[src/hdl/soc_cfg.svh]
`ifndef SOC_CFG_SVH
`define SOC_CFG_SVH

// ------------------------------
// Serial timing
// ------------------------------

// clk_i cycles per serial bit
// An even value of 4 or more works
`define SOC_CLKS_PER_BIT 16

// ------------------------------
// Echo buffer
// ------------------------------

// Depth is 2**SOC_FIFO_DEPTH_LOG2 entries
`define SOC_FIFO_DEPTH_LOG2 3

`endif

[src/hdl/uart_pkg.sv]
`include "soc_cfg.svh"

package uart_pkg;

   typedef logic [7:0] uart_byte_t;                             // One serial character
   typedef logic [$clog2(`SOC_CLKS_PER_BIT)-1:0] bit_timer_t;  // Counts one bit period
   typedef logic [2:0] bit_idx_t;                               // Data bit 0..7

   typedef enum logic [1:0] {
      RX_IDLE,
      RX_START,
      RX_DATA,
      RX_STOP
   } rx_state_t;

   typedef enum logic [1:0] {
      TX_IDLE,
      TX_START,
      TX_DATA,
      TX_STOP
   } tx_state_t;

endpackage

[src/hdl/fifo_pkg.sv]
`include "soc_cfg.svh"

package fifo_pkg;

   // Read or write slot index that wraps at the depth
   typedef logic [`SOC_FIFO_DEPTH_LOG2-1:0] fifo_ptr_t;

   // One extra bit so a full buffer is distinct from an empty one
   typedef logic [`SOC_FIFO_DEPTH_LOG2:0] fifo_cnt_t;

endpackage

[src/hdl/reset_sync.sv]
module reset_sync (
   input  logic clk_i,
   input  logic rst_n_i,       // Board reset
   input  logic pll_locked_i,
   output logic rst_n_o
);

   logic       arst_n;
   logic [1:0] sync_q;

   // Either source pulls the internal reset low at once
   assign arst_n = rst_n_i & pll_locked_i;

   // Release goes through two flops
   always_ff @(posedge clk_i or negedge arst_n) begin
      if (!arst_n) begin
         sync_q <= 2'b00;
      end else begin
         sync_q <= {sync_q[0], 1'b1};
      end
   end

   assign rst_n_o = sync_q[1];

endmodule

[src/hdl/uart_rx.sv]
`include "soc_cfg.svh"

module uart_rx
   import uart_pkg::*;
(
   input  logic       clk_i,
   input  logic       rst_n_i,
   input  logic       rxd_i,
   output uart_byte_t data_o,
   output logic       valid_o,
   output logic       frame_err_o
);

   localparam bit_timer_t BIT_LAST  = bit_timer_t'(`SOC_CLKS_PER_BIT - 1);
   localparam bit_timer_t HALF_LAST = bit_timer_t'(`SOC_CLKS_PER_BIT / 2 - 1);

   logic       rxd_meta_q;
   logic       rxd_sync_q;
   rx_state_t  state_q;
   bit_timer_t timer_q;
   bit_idx_t   idx_q;
   uart_byte_t shift_q;

   // ------------------------------
   // Input synchronizer
   // ------------------------------
   always_ff @(posedge clk_i or negedge rst_n_i) begin
      if (!rst_n_i) begin
         rxd_meta_q <= 1'b1;   // Line idles high
         rxd_sync_q <= 1'b1;
      end else begin
         rxd_meta_q <= rxd_i;
         rxd_sync_q <= rxd_meta_q;
      end
   end

   // ------------------------------
   // Frame FSM
   // ------------------------------
   always_ff @(posedge clk_i or negedge rst_n_i) begin
      if (!rst_n_i) begin
         state_q     <= RX_IDLE;
         timer_q     <= '0;
         idx_q       <= '0;
         valid_o     <= 1'b0;
         frame_err_o <= 1'b0;
      end else begin
         valid_o     <= 1'b0;
         frame_err_o <= 1'b0;
         timer_q     <= timer_q + 1'b1;
         case (state_q)
            RX_IDLE: begin
               timer_q <= '0;
               if (!rxd_sync_q) state_q <= RX_START;   // Falling edge
            end
            RX_START: begin
               if (timer_q == HALF_LAST) begin
                  timer_q <= '0;
                  idx_q   <= '0;
                  // High again at mid-bit means a glitch
                  state_q <= rxd_sync_q ? RX_IDLE : RX_DATA;
               end
            end
            RX_DATA: begin
               if (timer_q == BIT_LAST) begin
                  timer_q <= '0;
                  idx_q   <= idx_q + 1'b1;
                  if (idx_q == 3'd7) state_q <= RX_STOP;
               end
            end
            RX_STOP: begin
               if (timer_q == BIT_LAST) begin
                  valid_o     <= rxd_sync_q;
                  frame_err_o <= !rxd_sync_q;   // Low stop bit
                  state_q     <= RX_IDLE;
               end
            end
            default: state_q <= RX_IDLE;
         endcase
      end
   end

   // Data bits arrive LSB first
   always_ff @(posedge clk_i) begin
      if (state_q == RX_DATA && timer_q == BIT_LAST) begin
         shift_q <= {rxd_sync_q, shift_q[7:1]};
      end
   end

   assign data_o = shift_q;

   a_one_strobe : assert property (@(posedge clk_i) disable iff (!rst_n_i)
      !(valid_o && frame_err_o));

endmodule

[src/hdl/byte_fifo.sv]
`include "soc_cfg.svh"

module byte_fifo
   import uart_pkg::*;
   import fifo_pkg::*;
(
   input  logic       clk_i,
   input  logic       rst_n_i,
   input  logic       push_i,
   input  uart_byte_t data_i,
   input  logic       pop_i,
   output uart_byte_t data_o,
   output logic       empty_o,
   output logic       ovf_o
);

   localparam int DEPTH = 1 << `SOC_FIFO_DEPTH_LOG2;

   uart_byte_t mem_q [DEPTH];
   fifo_ptr_t  wr_ptr_q;
   fifo_ptr_t  rd_ptr_q;
   fifo_cnt_t  count_q;
   logic       full;
   logic       do_push;

   assign full    = (count_q == fifo_cnt_t'(DEPTH));
   assign empty_o = (count_q == '0);
   assign do_push = push_i & (~full | pop_i);   // Pop frees a slot this cycle
   assign ovf_o   = push_i & full & ~pop_i;     // Byte dropped
   assign data_o  = mem_q[rd_ptr_q];            // Head entry

   always_ff @(posedge clk_i) begin
      if (do_push) mem_q[wr_ptr_q] <= data_i;
   end

   // ------------------------------
   // Pointers and fill count
   // ------------------------------
   always_ff @(posedge clk_i or negedge rst_n_i) begin
      if (!rst_n_i) begin
         wr_ptr_q <= '0;
         rd_ptr_q <= '0;
         count_q  <= '0;
      end else begin
         if (do_push) wr_ptr_q <= wr_ptr_q + 1'b1;   // Wraps at depth
         if (pop_i) rd_ptr_q <= rd_ptr_q + 1'b1;
         case ({do_push, pop_i})
            2'b10:   count_q <= count_q + 1'b1;
            2'b01:   count_q <= count_q - 1'b1;
            default: count_q <= count_q;
         endcase
      end
   end

   // Consumer must check empty before popping
   a_no_underflow : assert property (@(posedge clk_i) disable iff (!rst_n_i)
      pop_i |-> !empty_o);

   a_count_bound : assert property (@(posedge clk_i) disable iff (!rst_n_i)
      count_q <= fifo_cnt_t'(DEPTH));

endmodule

[src/hdl/uart_tx.sv]
`include "soc_cfg.svh"

module uart_tx
   import uart_pkg::*;
(
   input  logic       clk_i,
   input  logic       rst_n_i,
   input  logic       cts_i,
   input  logic       empty_i,
   input  uart_byte_t data_i,
   output logic       pop_o,
   output logic       txd_o
);

   localparam bit_timer_t BIT_LAST = bit_timer_t'(`SOC_CLKS_PER_BIT - 1);

   tx_state_t  state_q;
   bit_timer_t timer_q;
   bit_idx_t   idx_q;
   uart_byte_t shift_q;
   logic       txd_q;
   logic       bit_end;

   // CTS only matters between frames
   assign pop_o   = (state_q == TX_IDLE) & ~empty_i & cts_i;
   assign bit_end = (timer_q == BIT_LAST);
   assign txd_o   = txd_q;

   // ------------------------------
   // Frame FSM
   // ------------------------------
   always_ff @(posedge clk_i or negedge rst_n_i) begin
      if (!rst_n_i) begin
         state_q <= TX_IDLE;
         timer_q <= '0;
         idx_q   <= '0;
         txd_q   <= 1'b1;
      end else begin
         timer_q <= bit_end ? '0 : timer_q + 1'b1;
         case (state_q)
            TX_IDLE: begin
               timer_q <= '0;
               idx_q   <= '0;
               if (pop_o) begin
                  txd_q   <= 1'b0;   // Start bit
                  state_q <= TX_START;
               end
            end
            TX_START: begin
               if (bit_end) begin
                  txd_q   <= shift_q[0];
                  state_q <= TX_DATA;
               end
            end
            TX_DATA: begin
               if (bit_end) begin
                  idx_q <= idx_q + 1'b1;
                  if (idx_q == 3'd7) begin
                     txd_q   <= 1'b1;   // Stop bit
                     state_q <= TX_STOP;
                  end else begin
                     txd_q <= shift_q[1];
                  end
               end
            end
            TX_STOP: if (bit_end) state_q <= TX_IDLE;
            default: state_q <= TX_IDLE;
         endcase
      end
   end

   // Byte latched on pop, then shifted LSB first
   always_ff @(posedge clk_i) begin
      if (pop_o) begin
         shift_q <= data_i;
      end else if (bit_end && state_q == TX_DATA) begin
         shift_q <= shift_q >> 1;
      end
   end

   a_idle_high : assert property (@(posedge clk_i) disable iff (!rst_n_i)
      state_q == TX_IDLE |-> txd_o);

endmodule

[src/hdl/soc_fpga_wrapper.sv]
module soc_fpga_wrapper
   import uart_pkg::*;
(
   input  logic clk_i,
   input  logic rst_n_i,        // Board reset
   input  logic pll_locked_i,
   input  logic rxd_i,
   input  logic cts_i,
   output logic txd_o,
   output logic trap_o
);

   logic       rst_n_sync;
   uart_byte_t rx_data;
   logic       rx_valid;
   logic       rx_frame_err;
   uart_byte_t fifo_data;
   logic       fifo_empty;
   logic       fifo_ovf;
   logic       tx_pop;
   logic       trap_q;

   // ------------------------------
   // Clocking and reset
   // ------------------------------
   reset_sync rst_sync (
      .clk_i       (clk_i),
      .rst_n_i     (rst_n_i),
      .pll_locked_i(pll_locked_i),
      .rst_n_o     (rst_n_sync)
   );

   // ------------------------------
   // Console echo path
   // ------------------------------
   uart_rx rx (
      .clk_i      (clk_i),
      .rst_n_i    (rst_n_sync),
      .rxd_i      (rxd_i),
      .data_o     (rx_data),
      .valid_o    (rx_valid),
      .frame_err_o(rx_frame_err)
   );

   byte_fifo fifo (
      .clk_i  (clk_i),
      .rst_n_i(rst_n_sync),
      .push_i (rx_valid),
      .data_i (rx_data),
      .pop_i  (tx_pop),
      .data_o (fifo_data),
      .empty_o(fifo_empty),
      .ovf_o  (fifo_ovf)
   );

   uart_tx tx (
      .clk_i  (clk_i),
      .rst_n_i(rst_n_sync),
      .cts_i  (cts_i),
      .empty_i(fifo_empty),
      .data_i (fifo_data),
      .pop_o  (tx_pop),
      .txd_o  (txd_o)
   );

   // Any lost byte sets the trap until reset
   always_ff @(posedge clk_i or negedge rst_n_sync) begin
      if (!rst_n_sync) begin
         trap_q <= 1'b0;
      end else if (rx_frame_err || fifo_ovf) begin
         trap_q <= 1'b1;
      end
   end

   assign trap_o = trap_q;

endmodule

[config.mk]
export PLATFORM = sky130hd
export DESIGN_NAME = soc_fpga_wrapper
export DESIGN_NICKNAME = d
export VERILOG_FILES = /design/src/hdl/uart_pkg.sv /design/src/hdl/fifo_pkg.sv /design/src/hdl/reset_sync.sv /design/src/hdl/uart_rx.sv /design/src/hdl/byte_fifo.sv /design/src/hdl/uart_tx.sv /design/src/hdl/soc_fpga_wrapper.sv
export VERILOG_INCLUDE_DIRS = /design/src /design/src/hdl
export SDC_FILE = /design/constraint.sdc
export NUM_CORES = 1
export LEC_CHECK = 0
export BUFFER_PORTS_ARGS = -buffer_cell sky130_fd_sc_hd__buf_4
export CAP_MARGIN = 10
export CORE_UTILIZATION = 30
export CTS_CLUSTER_DIAMETER = 60
export CTS_CLUSTER_SIZE = 14
export DETAILED_ROUTE_END_ITERATION = 8
export PLACE_DENSITY_LB_ADDON = 0.08
export SYNTH_ARGS = -nofsm -noshare
export SYNTH_HDL_FRONTEND = slang
export SYNTH_HIERARCHICAL = 1
export SYNTH_SLANG_ARGS = --single-unit
[constraint.sdc]
create_clock -name clk_i -period 2.5 [get_ports clk_i]
set_input_delay 0.125 -clock clk_i [delete_from_list [all_inputs] [get_ports clk_i]]
set_output_delay 0.125 -clock clk_i [all_outputs]
set_load 0.005 [all_outputs]
Word-level counts from Yosys, hierarchy flattened
Memory sizes are Yosys's and may differ from the RTL's.
Index checks and enable logic that the tools add are counted.

storage, ports and cells
  bits in writable memories = 64
  logic and storage cells = 115
  memories kept = 1
  flip-flop bits (word level) = 52

cells by class
  $add $sub $neg = 8
  reductions and logical operators = 17
  multiplexer cells = 37
  eq/ne operators = 24
  bitwise logic cells = 10

memory list
  memory      words  width  rd ports  clocked after Yosys merged registers in  write ports  line             text
  fifo.mem_q  8      8      1         0                                        1            byte_fifo.sv:19  uart_byte_t mem_q [DEPTH];

operators with widths
  cell                                                                     count
  2-bit two-way mux                                                        11
  4-bit two-way mux                                                        4
  8-bit two-way mux                                                        2
  2-bit by 1-bit inequality test with 1-bit output, second input constant  8
  2-bit one-hot mux with 4 select lines                                    2
  3-bit by 1-bit adder with 3-bit output, second input constant            4
  4-bit by 1-bit adder with 4-bit output, second input constant            3
  4-bit equality test, second input constant                               3
  3-bit one-hot mux with 2 select lines                                    2
  4-bit one-hot mux with 3 select lines                                    1
  2-bit equality test, second input constant                               5
  1-bit two-way mux                                                        10
  5-bit AND reduction                                                      2
  3-bit two-way mux                                                        3
  4-bit one-hot mux with 2 select lines                                    1
  2-bit nonzero test                                                       4
  1-bit AND                                                                6
  2-bit by 1-bit equality test with 1-bit output, second input constant    3
  3-bit equality test, second input constant                               2
  4-bit by 3-bit equality test with 1-bit output, second input constant    1
  2-bit logical NOT                                                        2
  4-bit logical NOT                                                        1
  2-bit inequality test, second input constant                             2
  4-bit AND reduction                                                      1
  10 further kinds                                                         13

Logic depth before layout (Yosys ltp)
  word-level depth = 8
  depth in mapped cells = 12
  gate-level depth less buffers = 10

Modules after synthesis
The synthesis kept the hierarchy.

by module, submodules not included
  module            cells an instance  instances  area each (um^2)
  byte_fifo         151                1          3074.2
  uart_tx           78                 1          967.2
  uart_rx           60                 1          845.8
  reset_sync        4                  1          60.1
  soc_fpga_wrapper  2                  1          31.3

Least setup slack after synthesis
OpenSTA, ideal clock, no wires.

  path kind = register to register
  start = reg fifo.count_q[1]
  end = mem fifo/mem_q[2][0] (netlist bit), enable pin
  arrival = 2837 ps
  stages on the path, launching flop included = 10
  setup slack = -735 ps
  library setup time = 398 ps
  path buffers = 2
  cell sequence = dfrtp_1 or3_1 clkbuf_1 nor2_1 nand2b_1 nor2_2 clkbuf_1 nand2b_1 nor2_1 nor4b_1

between the ends
  cells in the longest elaborated chain, start to end = 8

RTL lines
  element                                  line                    text
  from (decl)                              byte_fifo.sv:22         fifo_cnt_t count_q;
  from (signal assigned)                   byte_fifo.sv:48         2'b10: count_q <= count_q + 1'b1;
  from (signal assigned)                   byte_fifo.sv:49         2'b01: count_q <= count_q - 1'b1;
  from (signal assigned)                   byte_fifo.sv:50         default: count_q <= count_q;
  4-bit logical NOT                        byte_fifo.sv:27         assign empty_o = (count_q == '0);
  net fifo_empty                           soc_fpga_wrapper.sv:18  logic fifo_empty;
  1-bit inverter                           uart_tx.sv:25           assign pop_o = (state_q == TX_IDLE) & ~empty_i & cts_i;
  1-bit AND (2 in a row)                   uart_tx.sv:25
  net tx_pop                               soc_fpga_wrapper.sv:20  logic tx_pop;
  1-bit OR                                 byte_fifo.sv:28         assign do_push = push_i & (~full | pop_i);
  1-bit AND                                byte_fifo.sv:28
  1-bit two-way mux                        byte_fifo.sv:33         if (do_push) mem_q[wr_ptr_q] <= data_i;
  1-bit two-way mux (implied by the code)  byte_fifo.sv:33
  to (decl)                                byte_fifo.sv:19

The timed path passes the listed nets, and every way through them passes these cells.

Final worst setup path
  start = reg fifo.count_q[2]
  end = mem fifo/mem_q[7][4] (netlist bit), enable pin

The elaborated chain is that of the path after synthesis.

==> metrics.csv <==
stage,metric,value,unit
run_status,status,"finished, final reports clean",
die,Die H,131,µm
placement,RePlAce Congestion,0.731,
critical_path,r2r worst-path depth,7,
layout,Util after Layout,0.380,
global_route,number of global-route vias before repair,2584,
global_route,antenna violations before repair,0,
placement,Place WS,0.100,ns
critical_path,Worst EP required,2.53,ns
logic_synthesis,ys flop type,edfxtp_1,
layout,Ant. Diodes,0,
logic_synthesis,Synth area leaders,"edfxtp_1 48%, dfrtp_1 17%, mux4_1 8.4%",
route,vias per cell,4.63,
route,1st-iter DRT viols,131,
layout,count of non-filler cells in the finished layout,553,
critical_path,CP endpoint kind,register,
sta,# setup viols final,0,
die,DIE AREA,0.0171,mm²
clock_network,clock-pin slew on the worst setup and hold paths,0.05,ns
sta,Final Cycle Share,0.951,
placement,number of port buffers,6,
clock_network,CTS tree,done,
die,Core Rows,46,
logic_synthesis,Seq cells post-synth,116,
placement,Cells after DPL,517,
sta,sum of negative setup slack,0,ns
critical_path,critical path class,reg -> reg,
power_and_ir_drop,LEAKAGE,2.24,nW
die,initial cell density of the core,0.310,
sta,fin. max-slew vios,0,
sta,Final Hold Viols,0,
logic_synthesis,syn_area_per_cell,16.9,µm²
critical_path,Critical Path Fanout Max,8,
logic_synthesis,Mapped Cells,295,
die,core region area,0.0161,mm²
clock_network,Sink Count,116,
logic_synthesis,Post-synth EDFFs,80,
route,detailed-route via count,2562,
logic_synthesis,cell with the most instances after synthesis,edfxtp_1,
run,max cap viols,0,
clock_network,CTS buffer count,17,
route,drt pass-1 iters,6,
route,Detail Route Antenna Nets,0,
layout,Layout Nets,344,
critical_path,Worst setup startpoint,fifo/count_q[2]$_DFFE_PN0P_,
power_and_ir_drop,Power Dens Cells,835,mW/mm²
logic_synthesis,"FFs w/ async S/R, synth",0.310,
sta,Period minus WS final,2.38,ns
global_route,gr ovfl total,0,
sta,normalized max-slew margin,0.390,
route,DRT Wirelength,9.01,mm
hold_path,Hold Crit Class,in -> async,
clock_network,CTS H-tree lvls,4,
power_and_ir_drop,Pwr Total,5.09,mW
logic_synthesis,Synth Warn #,6,
critical_path,FF-to-FF End,fifo/mem_q[7][4]$_DFFE_PP_,
placement,HPWL after DPL,5.84,mm
clock_network,latest clock arrival within the worst-skew pair,0.41,ns
layout,Synth-to-Final Area Change,22.4,%
route,Residual DRC,0,
global_route,largest net degree at the start of global routing,35,
logic_synthesis,top post-synthesis cells by count,"80 x edfxtp_1, 33 x dfrtp_1, 20 x mux2_2, 16 x mux4_1, 15 x nor2_1",
sta,setup slack after layout,0.122,ns
sta,Slew @ Worst Pin,0.912,ns
logic_synthesis,post-synth net total,314,
sta,Max Clock Freq,421,MHz
global_route,wire length of the first global-routing pass,14.1,mm
logic_synthesis,Yosys cell types,57,
die,num ports,7,
logic_synthesis,largest area contributor in the netlist,edfxtp_1,
logic_synthesis,post-synthesis sequential area ratio,0.664,
power_and_ir_drop,Peak VDD IR,0.444,mV
layout,fraction of layout cells with a size suffix above 1,0.264,
clock_network,clock root buffer,clkbuf_16,
logic_synthesis,Syn Std Cell Area,0.00498,mm²
sta,post-route clock skew,0.00601,ns
critical_path,crit path DAT,2.41,ns
die,Die W,131,µm
critical_path,internal reg-to-reg setup slack,0.12,ns
critical_path,RR Startpoint,fifo/count_q[2]$_DFFE_PN0P_,
clock_network,clock tree buffer depth,2,
logic_synthesis,share of the synthesized area in the top cell type,0.483,
sta,RSZ-0062 raised after global routing,yes,
global_route,GRT Total Usage,0.117,
critical_path,CP Launch Type,register,
route,drt wl/cell,16.3,µm
-- cell type report --
class	count	area, µm²
clock inverter	12	186
timing repair buffer	22	210
multi-input combinational	159	1660
sequential	116	3310
clock buffer	19	433
fill	1481	9960
inverter	9	33.8
tap	216	270
-- power breakdown --
group	switching, mW	internal (mW)	leakage [nW]
Sequential	0.102	2.11	1.15
Clock	0.811	1.75	0.304
Combinational	0.157	0.162	0.787
Total	1.07	4.02	2.24
-- worst max-delay path, stage by stage, from the launching register on --
cell      delay, ns
dfrtp_1        0.40
or3_1          0.15
nor2_1         0.06
nand2b_1       0.22
nor2_4         0.17
nand2b_1       0.15
o211ai_1       0.10
nor2_1         0.73
-- cell families after synthesis --
| group | synth area share |
|---|---|
| AOI/OAI and AO/OA | 0.0563 |
| and+or+nand+nor | 0.0729 |
| DFF | 0.664 |
| muxes | 0.132 |
| other | 0.000753 |
| xor gates and xnor gates | 0.0176 |
| adders and majority gates | 0.0352 |
| buffers and inverters | 0.0211 |
-- flip-flops by register name (all words and copies together) (netlist names), 3 cells and up, named ones only --
name and cells:
fifo/count_q 4, fifo/wr_ptr_q 3, fifo/mem_q 64, rx/timer_q 4
fifo/rd_ptr_q 3, rx/data_o 8, rx/idx_q 3, tx/idx_q 3
tx/timer_q 4, tx/shift_q 8
-- per-stage QoR --
stage          cell area [µm²]  hold WS (ns)
2_1_floorplan             5060       -0.0687
3_3_place_gp              5400        0.0164
3_5_place_dp              5400        0.0230
4_1_cts                   6040         0.115
5_1_grt                   6100         0.145
6_report                  6100         0.131
-- repair_timing --
item,in CTS,in global routing
hold endpoints to repair,3,0
setup buffers,0,2
gates resized for setup,0,3
endpoints found under the setup margin,0,65
hold buffers,3,0
-- worst max path at each step --
stage,end,slack [ns],cells past startpoint
after floorplan,fifo/mem_q[1][0]$_DFFE_PP_,0.02,9
after global placement,fifo/mem_q[5][2]$_DFFE_PP_,0.17,8
after detailed placement,fifo/mem_q[5][2]$_DFFE_PP_,0.10,8
after CTS,fifo/mem_q[5][7]$_DFFE_PP_,0.07,8
final,fifo/mem_q[7][4]$_DFFE_PP_,0.12,7
after global routing,fifo/mem_q[1][4]$_DFFE_PP_,-0.05,8
-- metal layers --
| metal | global-route usage | wire [µm] |
|---|---|---|
| met1 | 0.160 | 4590 |
| met2 | 0.165 | 4020 |
| met3 | 0.0354 | 225 |
| met4 | 0.0629 | 171 |
| met5 | 0 | 0 |
-- layout by cell type (no fill, tap or decap), drive strengths merged, types with 5 or more instances in the layout --
cell type / Yosys / routed
edfxtp: 80 / 80
dfrtp: 33 / 33
mux2: 21 / 21
clkbuf: 5 / 19
buf: 6 / 19
mux4: 16 / 16
nor2: 16 / 16
ha: 14 / 14
inv: 9 / 9
xnor2: 7 / 7
clkinv: 0 / 6
bufinv: 0 / 5
nand2b: 5 / 5
nand3: 5 / 5
nand2: 5 / 5
nor3: 5 / 5
(Power assumes the default switching activity.)
